<file path="src/cache_mem_pkg.sv">
package cache_mem_pkg;

  // cpu side
  localparam int XLEN           = 32;
  localparam int PLEN           = 32;           // physical address

  // geometry, 2 ways x 16 sets x 16 byte lines
  localparam int WAYS           = 2;
  localparam int SETS           = 16;
  localparam int IDX_BITS       = 4;            // log2(SETS)
  localparam int BLK_BITS       = 128;          // one line
  localparam int BLK_BYTES      = BLK_BITS / 8;
  localparam int OFFS_BITS      = 4;            // byte in line
  localparam int WORD_OFFS_BITS = 2;            // word in line
  localparam int TAG_BITS       = PLEN - IDX_BITS - OFFS_BITS;

  //////////////////////////////////////////////////
  // address fields, msb first
  typedef struct packed {
    logic [TAG_BITS-1:0]                 tag;
    logic [IDX_BITS-1:0]                 idx;      // set
    logic [WORD_OFFS_BITS-1:0]           word;     // word in line
    logic [OFFS_BITS-WORD_OFFS_BITS-1:0] byte_sel; // byte in word
  } cache_addr_s;

  // same word seen flat or split into fields
  typedef union packed {
    logic [PLEN-1:0] flat;
    cache_addr_s     f;
  } cache_addr_u;

endpackage
</file>
<file path="src/tag_array.sv">
`timescale 1ns/1ps

module tag_array (
  input  logic                                    clk_i,
  input  logic                                    rst_ni,
  input  logic [cache_mem_pkg::IDX_BITS-1:0]      ram_idx_i,
  input  logic [cache_mem_pkg::WAYS-1:0]          tag_we_i,
  input  logic [cache_mem_pkg::WAYS-1:0]          dat_we_i,
  input  logic [cache_mem_pkg::TAG_BITS-1:0]      fill_tag_i,
  input  logic                                    fill_dirty_i,
  input  logic [cache_mem_pkg::TAG_BITS-1:0]      lookup_tag_i,
  input  logic                                    latch_rd_i,
  input  logic                                    latch_evict_i,
  input  logic [cache_mem_pkg::WAYS-1:0]          evict_way_q_i,
  input  logic [cache_mem_pkg::IDX_BITS-1:0]      evict_idx_q_i,
  input  logic                                    invalidate_all_i,
  output logic [cache_mem_pkg::WAYS-1:0]          hit_way_o,
  output logic                                    hit_o,
  output logic [cache_mem_pkg::WAYS-1:0]          ways_hit_o,
  output logic                                    dirty_o,
  output logic [cache_mem_pkg::PLEN-1:0]          evict_adr_o,
  output logic                                    evict_dirty_o
);

  logic [cache_mem_pkg::WAYS-1:0][cache_mem_pkg::TAG_BITS-1:0] tag_out;
  logic [cache_mem_pkg::WAYS-1:0][cache_mem_pkg::SETS-1:0]     valid_q, dirty_q;
  logic [cache_mem_pkg::IDX_BITS-1:0] idx_q;        // index of the pending lookup
  logic [cache_mem_pkg::WAYS-1:0]     way_dirty, evict_way_dirty;
  logic [cache_mem_pkg::TAG_BITS-1:0] evict_tag_mux, evict_tag_q;
  logic [cache_mem_pkg::IDX_BITS-1:0] evict_idx_r;
  cache_mem_pkg::cache_addr_u         evict_a;

  for (genvar w = 0; w < cache_mem_pkg::WAYS; w++)
  begin : gen_way
    sp_ram #(
      .ABITS  ( cache_mem_pkg::IDX_BITS ),
      .DBITS  ( cache_mem_pkg::TAG_BITS )
    ) u_tag_ram (
      .clk_i  ( clk_i       ),
      .addr_i ( ram_idx_i   ),
      .we_i   ( tag_we_i[w] ),
      .be_i   ( '1          ),  // whole tag
      .din_i  ( fill_tag_i  ),
      .dout_o ( tag_out[w]  )
    );

    assign hit_way_o[w]       = valid_q[w][idx_q] & (tag_out[w] == lookup_tag_i);
    assign way_dirty[w]       = dirty_q[w][idx_q];
    assign evict_way_dirty[w] = valid_q[w][evict_idx_q_i] & dirty_q[w][evict_idx_q_i];
  end

  //////////////////////////////////////////////////
  // valid and dirty flags, one per way and set
  always_ff @(posedge clk_i or negedge rst_ni)
  begin
    if (!rst_ni)
    begin
      valid_q <= '0;
      dirty_q <= '0;
    end
    else
    begin
      for (int w = 0; w < cache_mem_pkg::WAYS; w++)
      begin
        if (invalidate_all_i)  valid_q[w]            <= '0;
        else if (tag_we_i[w])  valid_q[w][ram_idx_i] <= 1'b1;
        if (tag_we_i[w])       dirty_q[w][ram_idx_i] <= fill_dirty_i;
        else if (dat_we_i[w])  dirty_q[w][ram_idx_i] <= 1'b1;  // cpu word write
      end
    end
  end

  always_ff @(posedge clk_i)
    idx_q <= ram_idx_i;  // follows the ram address register

  always_ff @(posedge clk_i or negedge rst_ni)
  begin
    if (!rst_ni)
    begin
      hit_o      <= 1'b0;
      ways_hit_o <= '0;
      dirty_o    <= 1'b0;
    end
    else if (invalidate_all_i)
    begin
      hit_o      <= 1'b0;
      ways_hit_o <= '0;
    end
    else if (latch_rd_i)
    begin
      hit_o      <= |hit_way_o;
      ways_hit_o <= hit_way_o;
      dirty_o    <= |(hit_way_o & way_dirty);
    end
  end

  //////////////////////////////////////////////////
  // victim tag, and-or on the one-hot way
  always_comb
  begin
    evict_tag_mux = '0;
    for (int w = 0; w < cache_mem_pkg::WAYS; w++)
      evict_tag_mux |= tag_out[w] & {cache_mem_pkg::TAG_BITS{evict_way_q_i[w]}};
  end

  always_ff @(posedge clk_i)
  begin
    if (latch_evict_i)
    begin
      evict_tag_q   <= evict_tag_mux;
      evict_idx_r   <= evict_idx_q_i;
      evict_dirty_o <= |(evict_way_q_i & evict_way_dirty);
    end
  end

  // line aligned, offset bits zero
  always_comb
  begin
    evict_a.f.tag      = evict_tag_q;
    evict_a.f.idx      = evict_idx_r;
    evict_a.f.word     = '0;
    evict_a.f.byte_sel = '0;
  end

  assign evict_adr_o = evict_a.flat;

endmodule

</file>
<file path="src/sp_ram.sv">
`timescale 1ns/1ps

module sp_ram #(
  parameter int ABITS = 4,
  parameter int DBITS = 32
) (
  input  logic                   clk_i,
  input  logic [ABITS-1:0]       addr_i,
  input  logic                   we_i,
  input  logic [(DBITS+7)/8-1:0] be_i,   // one bit per byte, last may be partial
  input  logic [DBITS-1:0]       din_i,
  output logic [DBITS-1:0]       dout_o
);

  logic [DBITS-1:0] mem_q [2**ABITS];

  // single port, read-first
  // write is masked per bit from the byte enables
  always_ff @(posedge clk_i)
  begin
    if (we_i)
    begin
      for (int n = 0; n < DBITS; n++)
      begin
        if (be_i[n/8])
        begin
          mem_q[addr_i][n] <= din_i[n];
        end
      end
    end
    dout_o <= mem_q[addr_i];  // old data on a write
  end

endmodule

</file>
<file path="config.mk">
export PLATFORM = sky130hd
export DESIGN_NAME = tag_array
export DESIGN_NICKNAME = d
export VERILOG_FILES = /design/src/cache_mem_pkg.sv /design/src/tag_array.sv /design/src/sp_ram.sv
export SDC_FILE = /design/constraint.sdc
export NUM_CORES = 1
export LEC_CHECK = 0
export ABC_CLOCK_PERIOD_IN_PS = 3200
export BUFFER_PORTS_ARGS = -buffer_cell sky130_fd_sc_hd__buf_2
export CORE_UTILIZATION = 60
export CTS_CLUSTER_SIZE = 12
export DETAILED_ROUTE_END_ITERATION = 8
export GPL_TIMING_DRIVEN = 0
export PLACE_DENSITY = 0.77
export SETUP_SLACK_MARGIN = 0.15
export SYNTH_ARGS = -nofsm -noshare
export SYNTH_HDL_FRONTEND = slang
export SYNTH_HIERARCHICAL = 1
export SYNTH_SLANG_ARGS = --single-unit
</file>
<file path="constraint.sdc">
create_clock -name clk_i -period 3.2 [get_ports clk_i]
set_input_delay 0.64 -clock clk_i [delete_from_list [all_inputs] [get_ports clk_i]]
set_output_delay 0.64 -clock clk_i [all_outputs]
set_load 0.05 [all_outputs]
</file>
After elaboration in Yosys (flattened, before gate mapping)
Memory sizes are Yosys's and may differ from the RTL's. A register that Yosys moved wholly into a read port is not among the register bits.
Cells that the tools add are included.
{"block": "classes", "n_bitwise": 14, "eq_ne": 2, "muxes": 36, "n_reduce_logical": 10, "order_cmp": 4}
{"op": "$mux W16", "n": 8}
{"op": "$or A16 B16 Y16", "n": 4}
{"op": "$and A24 B24 Y24", "n": 2}
{"op": "$eq A24 B24 Y1", "n": 2}
{"op": "$bmux W1 S4", "n": 8}
{"op": "$bwmux W16", "n": 2}
{"op": "$or A24 B24 Y24", "n": 1}
{"op": "$lt A4 B5 Y1 const B", "n": 3}
{"op": "$mux W1", "n": 15}
{"op": "$reduce_bool A2 Y1", "n": 5}
{"op": "$reduce_or A2 Y1", "n": 3}
{"op": "$and A1 B1 Y1", "n": 4}
{"op": "$and A2 B2 Y2", "n": 2}
{"op": "$demux W1 S4", "n": 1}
{"op": "$ge A4 B1 Y1 const B", "n": 1}
{"op": "$mux W2", "n": 2}
{"op": "$reduce_and A2 Y1", "n": 1}
{"op": "$logic_and A1 B1 Y1", "n": 1}
{"op": "$not A1 Y1", "n": 1}
{"block": "word_totals", "reg_bits": 101, "inputBits": 68, "word_cells": 79, "memories": 2, "ram_bits": 768}
{"name": "gen_way[0].u_tag_ram.mem_q", "depth": 16, "word_bits": 24, "read_ports": 1, "rd_clocked_by_memory_dff": 1, "wr": 1, "line_no": "sp_ram.sv:15", "rtl": "logic [DBITS-1:0] mem_q [2**ABITS];"}
{"name": "gen_way[1].u_tag_ram.mem_q", "depth": 16, "word_bits": 24, "read_ports": 1, "rd_clocked_by_memory_dff": 1, "wr": 1, "line_no": "sp_ram.sv:15"}

Depth between registers and ports, before layout
Gate-level depths: netlist (run 1).
{"block": "logic_depth", "word_depth": 7, "mapped_depth": 8}

Modules after synthesis
The synthesis (run 1) kept the hierarchy.
{"module": "sp_ram (gen_way[0].u_tag_ram)", "instances": 1, "area_per_inst_um2": 15172.1, "cells_each": 687}
{"module": "sp_ram (gen_way[1].u_tag_ram)", "instances": 1, "area_per_inst_um2": 15170.8, "cells_each": 687}
{"module": "tag_array", "instances": 1, "area_per_inst_um2": 5230.0, "cells_each": 478}

Least setup slack after synthesis (run 1)
Ideal clock, no wire load.
{"block": "synth_timing", "path_type": "input -> register", "from": "in ram_idx_i[0] (netlist name)", "to": "mem gen_way[1].u_tag_ram/mem_q[10][0] (netlist name) (enable)", "required_ns": 2.817, "setup_slack_ns": 0.797, "arrival_time_ns": 2.019, "path_stages": 6, "cell_sequence": "buf_6 -> buf_8 -> buf_2 -> nand2b_1 -> clkbuf_1 -> nor3_1"}
{"item": "start, declared", "line_no": "tag_array.sv:6", "rtl": "input logic [cache_mem_pkg::IDX_BITS-1:0] ram_idx_i,"}
{"item": "end, declared", "line_no": "sp_ram.sv:15"}
No word-level cell before the write port.

Worst setup path in the final report (run 1)
{"block": "layout_timing", "from": "in ram_idx_i[1] (netlist name)", "to": "mem gen_way[1].u_tag_ram/mem_q[3][13] (netlist name) (enable)"}
No word-level cell before the write port.

==> Implementation_results.wiki, run 1 <==
{| class="wikitable"
! Metric !! Value
|-
| Outcome || finished with violations
|-
| Failing checks || setup timing
|-
| Top routing layer in use || met5
|-
| Number of standard cells in the layout, taps in and fillers out || approximately 2.9k
|-
| Total global routing track utilization || between 20% and 30%
|-
| Core footprint || approximately 58,000 sq um
|-
| Cell types with the highest counts after synthesis || sky130_fd_sc_hd__edfxtp_1 (797), sky130_fd_sc_hd__mux4_2 (207), sky130_fd_sc_hd__nor2_1 (100), sky130_fd_sc_hd__a22oi_1 (98), sky130_fd_sc_hd__a21oi_1 (96)
|-
| Drt first-iter violations || ~2.8k
|-
| Placed wire-length estimate || 57,800 microns
|-
| Vias per std cell || 6.61
|-
| Maximum number of pins on one net before global-route repair || 69
|-
| Simple-gate area share of the yosys netlist || 4.02%
|-
| Total wire length || about 86,000 microns
|-
| Largest family of logic cells by synthesized area || multiplexers
|-
| Worst-skew pair later-pin latency || 0.63 ns
|-
| Fraction of synthesized cell area in xor and xnor cells || 1.18%
|-
| Remaining number of nets flagged by the antenna check after routing || 0
|-
| Number of port buffers || 99
|-
| Least-Margin Pin Slew || around 1.4 ns
|-
| Row cnt || 88
|-
| Highest net fanout along the worst path || 16
|-
| Final Skew || ~0.013 ns
|-
| Fraction of synthesis flops using an asynchronous set or reset pin || under 10%
|-
| Synth unique cells || 38
|-
| Clk pwr share || approximately 39%
|-
| Area Growth Syn to Fin || 12.6%
|-
| Critical register-to-register path startpoint || gen_way[1].u_tag_ram/dout_o[18]
|-
| Post-place setup slack || -0.679 ns
|-
| Total Die Area || 60,300 sq um
|-
| Warning count from the yosys run || 6
|-
| Final setup vio count || 33
|-
| Data arrival time of the critical path || 3.54 ns
|-
| Total congestion overflow after global routing || 0
|-
| Kind of critical path || input port to register
|-
| Reg2Reg Setup Slack || ~0.9 ns
|-
| Met2 routed WL || 40,000 microns
|-
| Area share of fa/ha/maj cells after synthesis || 0%
|-
| Average wire length per cell after detail routing || 29.6 microns
|-
| Cell Area, Synth || 35,600 sq um
|-
| Total via count after detailed routing || 19.2k
|-
| Share of final-layout standard cells stronger than drive strength 1 || 24.5%
|-
| DRC Markers || 0
|-
| Vias in the first global route || 19.1k
|-
| Clock transition at the registers of the reported paths || 0.06 ns
|-
| Mean Syn Cell Area || about 19 sq um
|-
| Total negative slack for setup checks || -1.93 ns
|-
| Final number of hold-violating endpoints || 0
|-
| Placed cells || 2,728
|-
| Endpoint kind of the worst setup timing path || register
|-
| Final weighted congestion of routability-driven global placement || approximately 0.92
|-
| Initial antenna violation count || 4
|-
| Slew Viols, Final || 0
|-
| Share of Yosys cell area claimed by the top area cell type || between 60% and 70%
|-
| Number of synthesized register bits || between 900 and 1k
|-
| Sequential share of the synthesized area || 75.0%
|-
| Class of the tightest hold or removal check || input port to async pin
|-
| Crit path launch type || input port
|-
| Top-level I/O count || approximately 110
|-
| Switching part of the total power || between 20% and 30%
|-
| Multiplexer fraction of the synthesized cell area || about 14%
|-
| Met1 Wirelength || roughly 32,000 microns
|-
| Critical path required time || 3.43 ns
|-
| Starting Density || 61.2%
|-
| Setup repair after global routing missed its margin || true
|-
| Fmax || about 0.3 GHz
|-
| Clock tree root buffer cell || sky130_fd_sc_hd__clkbuf_16
|-
| CTS HTree Levels || 3
|-
| Leakage power summed over all cells || ~13 nW
|-
| Post-synth EDFFs || between 700 and 800
|-
| Cell types occupying the most area after synthesis || sky130_fd_sc_hd__edfxtp_1 (67%), sky130_fd_sc_hd__mux4_2 (13%), sky130_fd_sc_hd__dfrtp_1 (4.8%), sky130_fd_sc_hd__dfxtp_1 (2.9%), sky130_fd_sc_hd__a22oi_1 (2.1%)
|-
| Crit share post-route || 103%
|-
| Wire length on met3 || 11,300 microns
|-
| Top_reg_cell synth || sky130_fd_sc_hd__edfxtp_1
|-
| Most area-hungry cell type in the Yosys netlist || sky130_fd_sc_hd__edfxtp_1
|-
| Number of optimization iterations in the first detailed-route pass || 6
|-
| Capturing point of the worst reg2reg path || hit_o
|-
| Psw || around 5.6 mW
|-
| Clock tree buffer depth || 3
|-
| Die Y || 245 microns
|-
| Setup slack of the critical path after layout || -0.110 ns
|-
| Cells after Synth || 1,852
|-
| Num Clock Sinks || approximately 920
|-
| Fin crit period || between 3 and 4 ns
|-
| Slew headroom || around 3.6%
|-
| Sequential fraction of design power || a little over half
|-
| Horizontal die dimension || 245 microns
|-
| Max rail drop VDD || roughly 0.48 mV
|-
| Internal || around 20 mW
|-
| Count of maximum capacitance violations || 0
|-
| Most common cell in the synthesized netlist || sky130_fd_sc_hd__edfxtp_1
|-
| Worst R2R Path Depth || 7
|-
| Synthesized-area fraction occupied by ao, oa, aoi and oai cells || ~4.4%
|-
| Fraction of power consumed by combinational cells || 7.1%
|-
| Total power density per cell area || 628 nW/um^2
|-
| Layout Nets || roughly 2.1k
|-
| Clock tree from TritonCTS || yes
|-
| TritonCTS Buffers || between 90 and 100
|-
| Global-route wire length before repair || 125,000 microns
|}
per-layer routing:
metal | global-route usage (%) | vias to the layer above
met5 | 0 | -
met4 | 7.84 | 6
met3 | 9.70 | 181
met2 | 44.3 | 1272
met1 | 41.0 | 9786
li1 | - | 7937
placed cells by master, fill, tap and decap left out, drive strengths merged, types with 2 or more instances in the layout:
| master | count |
|---|---|
| conb | 10 |
| edfxtp | 797 |
| nor4 | 13 |
| a31oi | 8 |
| mux4 | 214 |
| and2 | 2 |
| and3 | 2 |
| nand2b | 12 |
| nand2 | 88 |
| clkbuf | 205 |
| o21ai | 10 |
| nor2b | 8 |
| clkinv | 18 |
| buf | 165 |
| a22oi | 98 |
| diode | 4 |
| nand4 | 2 |
| nor2 | 100 |
| dfxtp | 52 |
| a21oi | 96 |
| dfrtp | 68 |
| xor2 | 48 |
| nor3 | 62 |
| nand3b | 4 |
| nand3 | 14 |
| mux2i | 2 |
| or2 | 4 |
| a22o | 25 |
worst max-delay path: stages:
cell,delay [ns]
sky130_fd_sc_hd__buf_2,0.41
sky130_fd_sc_hd__buf_2,0.34
sky130_fd_sc_hd__buf_1,0.46
sky130_fd_sc_hd__nand2_1,0.46
sky130_fd_sc_hd__nor3_1,1.21
metrics by stage:
step                      area (sq um)  util [%]  hold WS [ns]  total power [mW]
final                            40100      68.9         0.133              25.1
after floorplan                  35600         -         0.344              14.7
after CTS                        39800      68.5         0.138              25.2
after global placement           37100      63.7         0.502              15.4
after detailed placement         37100      63.8         0.513              15.5
after global routing             40100      68.9         0.192              25.8
sequential cells by signal, indices dropped and copies added, names as in the netlist:
register and flops:
idx_q 4, evict_tag_q 24, gen_way.u_tag_ram/mem_q 768, evict_dirty_o 1, dirty_o 1, valid_q 32, ways_hit_o 2, dirty_q 32
evict_idx_r 4, gen_way.u_tag_ram/dout_o 48, hit_o 1
power by group through the flow:
| stage | Combinational, mW | Sequential, mW | Clock (mW) |
|---|---|---|---|
| finish | 1.79 | 13.5 | 9.82 |
| global route | 1.88 | 13.6 | 10.4 |
| CTS | 1.74 | 13.5 | 9.94 |
| detailed placement | 1.72 | 13.8 | 0 |
| global placement | 1.68 | 13.7 | 0 |
| floorplan | 0.909 | 13.8 | 0 |
cell families (layout without fill, tap and decap cells):
logic type | Yosys count | count (layout)
compound gates | 239 | 239
other cells | 2 | 14
simple gates | 312 | 312
flops | 917 | 917
buf+inv | 118 | 390
xor+xnor | 48 | 48
mux | 216 | 216
worst max-delay path by stage:
stage / slack, ns / from / to
after floorplan: 0.80 / ram_idx_i[0] / gen_way[1].u_tag_ram/mem_q[10][0]
after global placement: -0.58 / ram_idx_i[1] / gen_way[1].u_tag_ram/mem_q[3][6]
after detailed placement: -0.68 / ram_idx_i[1] / gen_way[1].u_tag_ram/mem_q[7][9]
after CTS: 0.0006 / ram_idx_i[1] / gen_way[1].u_tag_ram/mem_q[7][22]
after global routing: -0.12 / ram_idx_i[1] / gen_way[1].u_tag_ram/mem_q[7][13]
final: -0.11 / ram_idx_i[1] / gen_way[1].u_tag_ram/mem_q[3][13]
area by class of cell:
| class | count | area [sq um] |
|---|---|---|
| plain buffers | 117 | 622 |
| fillers | 3573 | 18100 |
| well taps | 765 | 957 |
| inverters | 1 | 3.75 |
| diodes | 4 | 10.0 |
| multi-input cells | 825 | 8460 |
| clock buffers | 139 | 2590 |
| repair buffers | 114 | 612 |
| flip-flops and latches | 917 | 26700 |
| clock inverters | 19 | 128 |
repair_timing:
item                                    CTS  global route
buffers inserted                          0             5
pin swaps                                 1             7
endpoints found under the hold margin     0             0
endpoints found under the setup margin   74           105
resized for setup                         7            23
hold buffers                              0             0
gates cloned                              0             0
Power figures use the tool's default switching activity.
==> run 2: changes to the inputs <==
Settings changed: SYNTH_HIERARCHICAL 1 to unset.
==> Implementation_results.wiki, run 2 <==
{| class="wikitable"
! Metric !! Value
|-
| Placed wire-length estimate || 58,500 microns (was 57,800 microns)
|-
| Total power density per cell area || 637 nW/um^2 (was 628 nW/um^2)
|-
| Clock tree buffer depth || 3 (unchanged)
|-
| Setup repair after global routing missed its margin || true (unchanged)
|-
| Final setup vio count || 0 (was 33)
|-
| Synth unique cells || 38 (unchanged)
|-
| Max rail drop VDD || 0.454 mV (was 0.480 mV)
|-
| Area Growth Syn to Fin || 15.1% (was 12.6%)
|-
| Fraction of synthesis flops using an asynchronous set or reset pin || 7.42% (unchanged)
|-
| Fmax || 0.314 GHz (was 0.302 GHz)
|-
| Highest net fanout along the worst path || 2 (was 16)
|-
| Most common cell in the synthesized netlist || sky130_fd_sc_hd__edfxtp_1 (unchanged)
|-
| Registers with the most flip-flops || gen_way.u_tag_ram.mem_q: 768 flops, gen_way.u_tag_ram.dout_o: 48 flops (was gen_way.u_tag_ram/mem_q: 768 flops, gen_way.u_tag_ram/dout_o: 48 flops)
|-
| Horizontal die dimension || 244 microns (was 245 microns)
|-
| Cell Area, Synth || 35,200 sq um (was 35,600 sq um)
|-
| Largest delay share family, worst path || simple AND/OR/NAND/NOR gates (unchanged)
|-
| Critical path required time || 2.56 ns (was 3.43 ns)
|-
| Placed instance area || 37,600 sq um (was 37,100 sq um)
|-
| Most frequent cells in the layout || sky130_fd_sc_hd__edfxtp_1 (797), sky130_fd_sc_hd__mux4_2 (253), sky130_fd_sc_hd__buf_2 (107) (was sky130_fd_sc_hd__edfxtp_1 (797), sky130_fd_sc_hd__mux4_2 (207), sky130_fd_sc_hd__buf_2 (116))
|-
| Top-level I/O count || 107 (unchanged)
|-
| Clock tree from TritonCTS || yes (unchanged)
|-
| Total congestion overflow after global routing || 0 (unchanged)
|-
| Worst-skew pair later-pin latency || 0.65 ns (was 0.63 ns)
|-
| Vias per std cell || 6.94 (was 6.61)
|-
| Outcome || finished clean (was finished with violations)
|-
| Cell types occupying the most area after synthesis || sky130_fd_sc_hd__edfxtp_1 (68%), sky130_fd_sc_hd__mux4_2 (16%), sky130_fd_sc_hd__dfrtp_1 (4.8%), sky130_fd_sc_hd__dfxtp_1 (3.0%), sky130_fd_sc_hd__nor2_1 (1.3%) (was sky130_fd_sc_hd__edfxtp_1 (67%), sky130_fd_sc_hd__mux4_2 (13%), sky130_fd_sc_hd__dfrtp_1 (4.8%), sky130_fd_sc_hd__dfxtp_1 (2.9%), sky130_fd_sc_hd__a22oi_1 (2.1%))
|-
| Crit path launch type || register (was input port)
|-
| Fin crit period || 3.18 ns (was 3.31 ns)
|-
| Top_reg_cell synth || sky130_fd_sc_hd__edfxtp_1 (unchanged)
|-
| Row cnt || 88 (unchanged)
|-
| Share of Yosys cell area claimed by the top area cell type || 68.1% (was 67.3%)
|-
| Least-Margin Pin Slew || 1.27 ns (was 1.43 ns)
|-
| Total negative slack for setup checks || 0 ns (was -1.93 ns)
|-
| Warning count from the yosys run || 0 (was 6)
|-
| Worst Path Buf+Inv || 1 (was 3)
|-
| Kind of critical path || register to output port (was input port to register)
|-
| Minimum hold slack || 0.120 ns (was 0.133 ns)
|-
| Sequential share of the synthesized area || 75.9% (was 75.0%)
|-
| Placed cells || 2,537 (was 2,728)
|-
| Data arrival time of the critical path || 2.54 ns (was 3.54 ns)
|-
| Number of synthesized register bits || 917 (unchanged)
|-
| Clock tree root buffer cell || sky130_fd_sc_hd__clkbuf_16 (unchanged)
|-
| Share of final-layout standard cells stronger than drive strength 1 || 30.2% (was 24.5%)
|-
| CTS HTree Levels || 3 (unchanged)
|-
| CP cell instances || xor2_1, nor4_4, nand4_1, nor3_4, buf_4 (was buf_2, buf_2, buf_1, nand2_1, nor3_1)
|-
| Slew Viols, Final || 0 (unchanged)
|-
| Number of standard cells in the layout, taps in and fillers out || 2,709 (was 2,901)
|-
| Number of optimization iterations in the first detailed-route pass || 7 (was 6)
|-
| Largest stage delay on the critical path || 0.51 ns (was 1.21 ns)
|-
| Core footprint || 57,800 sq um (was 58,100 sq um)
|-
| Vias in the first global route || 18.6k (was 19.1k)
|-
| Pwr Total || 25.8 mW (was 25.1 mW)
|-
| Total Die Area || 59,600 sq um (was 60,300 sq um)
|-
| Most area-hungry cell type in the Yosys netlist || sky130_fd_sc_hd__edfxtp_1 (unchanged)
|-
| Post-synth EDFFs || 797 (unchanged)
|-
| Initial antenna violation count || 6 (was 4)
|-
| Number of port buffers || 99 (unchanged)
|-
| Crit share post-route || 99.4% (was 103%)
|-
| Antenna cells || 0 (was 4)
|-
| Non-Filler Cell Area, Final || 40,500 sq um (was 40,100 sq um)
|-
| Leakage power summed over all cells || 13.3 nW (about the same)
|-
| Slowest CP cell || sky130_fd_sc_hd__nor4_4 (was sky130_fd_sc_hd__nor3_1)
|-
| Drt first-iter violations || 2,876 (was 2,794)
|-
| Slew headroom || 15.2% (was 3.65%)
|-
| Largest register by flop count || gen_way.u_tag_ram.mem_q (was gen_way.u_tag_ram/mem_q)
|-
| TritonCTS Buffers || 90 (was 92)
|-
| Average wire length per cell after detail routing || 35.6 microns (was 29.6 microns)
|-
| Total via count after detailed routing || 18.8k (was 19.2k)
|-
| Leading cell type in the layout, fill and taps excluded || sky130_fd_sc_hd__edfxtp_1 (unchanged)
|-
| Cells after Synth || 1,638 (was 1,852)
|-
| Count of maximum capacitance violations || 0 (unchanged)
|-
| Starting Density || 60.8% (was 61.2%)
|-
| Final Skew || 0.0261 ns (was 0.0128 ns)
|-
| Largest register FFs || 768 (unchanged)
|-
| Maximum number of pins on one net before global-route repair || 69 (unchanged)
|-
| Remaining number of nets flagged by the antenna check after routing || 0 (unchanged)
|-
| Final weighted congestion of routability-driven global placement || 0.997 (was 0.924)
|-
| Mean Syn Cell Area || 21.5 sq um (was 19.2 sq um)
|-
| Endpoint kind of the worst setup timing path || output port (was register)
|-
| Clock transition at the registers of the reported paths || 0.07 ns (was 0.06 ns)
|-
| Layout Nets || 1,935 (was 2,136)
|-
| Die Y || 244 microns (was 245 microns)
|-
| Num Clock Sinks || 917 (unchanged)
|-
| Class of the tightest hold or removal check || input port to async pin (unchanged)
|-
| Total wire length || 96,500 microns (was 85,800 microns)
|-
| Cell types with the highest counts after synthesis || sky130_fd_sc_hd__edfxtp_1 (797), sky130_fd_sc_hd__mux4_2 (253), sky130_fd_sc_hd__nor2_1 (121), sky130_fd_sc_hd__dfrtp_1 (68), sky130_fd_sc_hd__a21oi_1 (65) (was sky130_fd_sc_hd__edfxtp_1 (797), sky130_fd_sc_hd__mux4_2 (207), sky130_fd_sc_hd__nor2_1 (100), sky130_fd_sc_hd__a22oi_1 (98), sky130_fd_sc_hd__a21oi_1 (96))
|-
| Global-route wire length before repair || 135,000 microns (was 125,000 microns)
|-
| DRC Markers || 0 (unchanged)
|-
| Final number of hold-violating endpoints || 0 (unchanged)
|-
| Total global routing track utilization || 33.0% (was 29.2%)
|}
run 2: cell count changes in the layout (fill, tap and decap cells not counted), sizes merged, moves of 6 or more:
| cell | before | now |
|---|---|---|
| conb | 10 | 4 |
| buf | 165 | 177 |
| nor2 | 100 | 122 |
| nand2 | 88 | 31 |
| mux4 | 214 | 261 |
| nand2b | 12 | 5 |
| nor3 | 62 | 6 |
| a21oi | 96 | 65 |
| a22oi | 98 | 3 |
| clkinv | 18 | 8 |
run 2: per-stage QoR:
stage / util, % / setup WS (ns)
floorplan: - / 0.143
CTS: 70.0 / 0.0835
global placement: 63.4 / -2.15
detailed placement: 65.0 / -0.625
global route: 70.0 / 0.0145
finish: 70.0 / 0.0193
run 2: worst reg2reg max path, cell delays in order (launching register included):
cell	delay, ns
sky130_fd_sc_hd__dfxtp_1	0.44
sky130_fd_sc_hd__buf_6	0.20
sky130_fd_sc_hd__mux4_2	0.54
sky130_fd_sc_hd__mux4_2	0.51
sky130_fd_sc_hd__a22oi_1	0.24
sky130_fd_sc_hd__o21ai_1	0.09
run 2: where the power goes:
group / switching, mW / total (mW) / internal (mW)
sequential: 0.286 / 13.7 / 13.4
clock: 4.46 / 10.2 / 5.74
combinational: 1.17 / 1.88 / 0.709
total: 5.92 / 25.8 / 19.9
run 2: final timing paths:
check | from | cells after the start | slack [ns] | end
setup / recovery | gen_way[0].u_tag_ram.dout_o[21] | 5 | 0.02 | hit_way_o[0]
hold / removal | rst_ni | 1 | 0.12 | dirty_q[1]
setup reg to reg | idx_q[1] | 5 | 1.04 | dirty_o
hold reg to reg | dirty_o | 2 | 0.49 | dirty_o
max in group asynchronous | rst_ni | 1 | 2.49 | valid_q[20]
min in group clk_i | ram_idx_i[3] | 1 | 0.13 | idx_q[3]
run 2: cell type report:
cell class	count	area (sq um)
sequential	917	26700
fill	3321	17300
multi-input combinational	632	8260
clock buffer	157	2630
timing repair buffer	134	1250
tap	765	957
buffer	92	534
clock inverter	12	153
run 2: metal layers:
metal  track usage [%]  up-vias  part of all wire (%)
met5                 0        -                 0.072
met4              13.6       12                   4.4
met3              10.1      307                    13
met2              51.1     1564                    47
li1                  -     7209                     -
met1              44.3     9695                    35
run 2: logic make-up (layout without fill, tap and decap cells):
group / count (synthesis) / count (layout) / share of synthesized area (%)
compound gates: 114 / 114 / 1.98
xor+xnor: 48 / 48 / 1.20
buf+inv: 92 / 395 / 1.51
flops: 917 / 917 / 75.9
mux: 264 / 264 / 16.9
other cells: 1 / 4 / 0.0107
simple gates: 202 / 202 / 2.56
run 2: what timing repair did:
action | in CTS | in global routing
setup buffers | 3 | 0
gates resized for setup | 11 | 4
hold buffers | 0 | 0
endpoints found under the setup margin | 63 | 2
pin swaps | 4 | 0
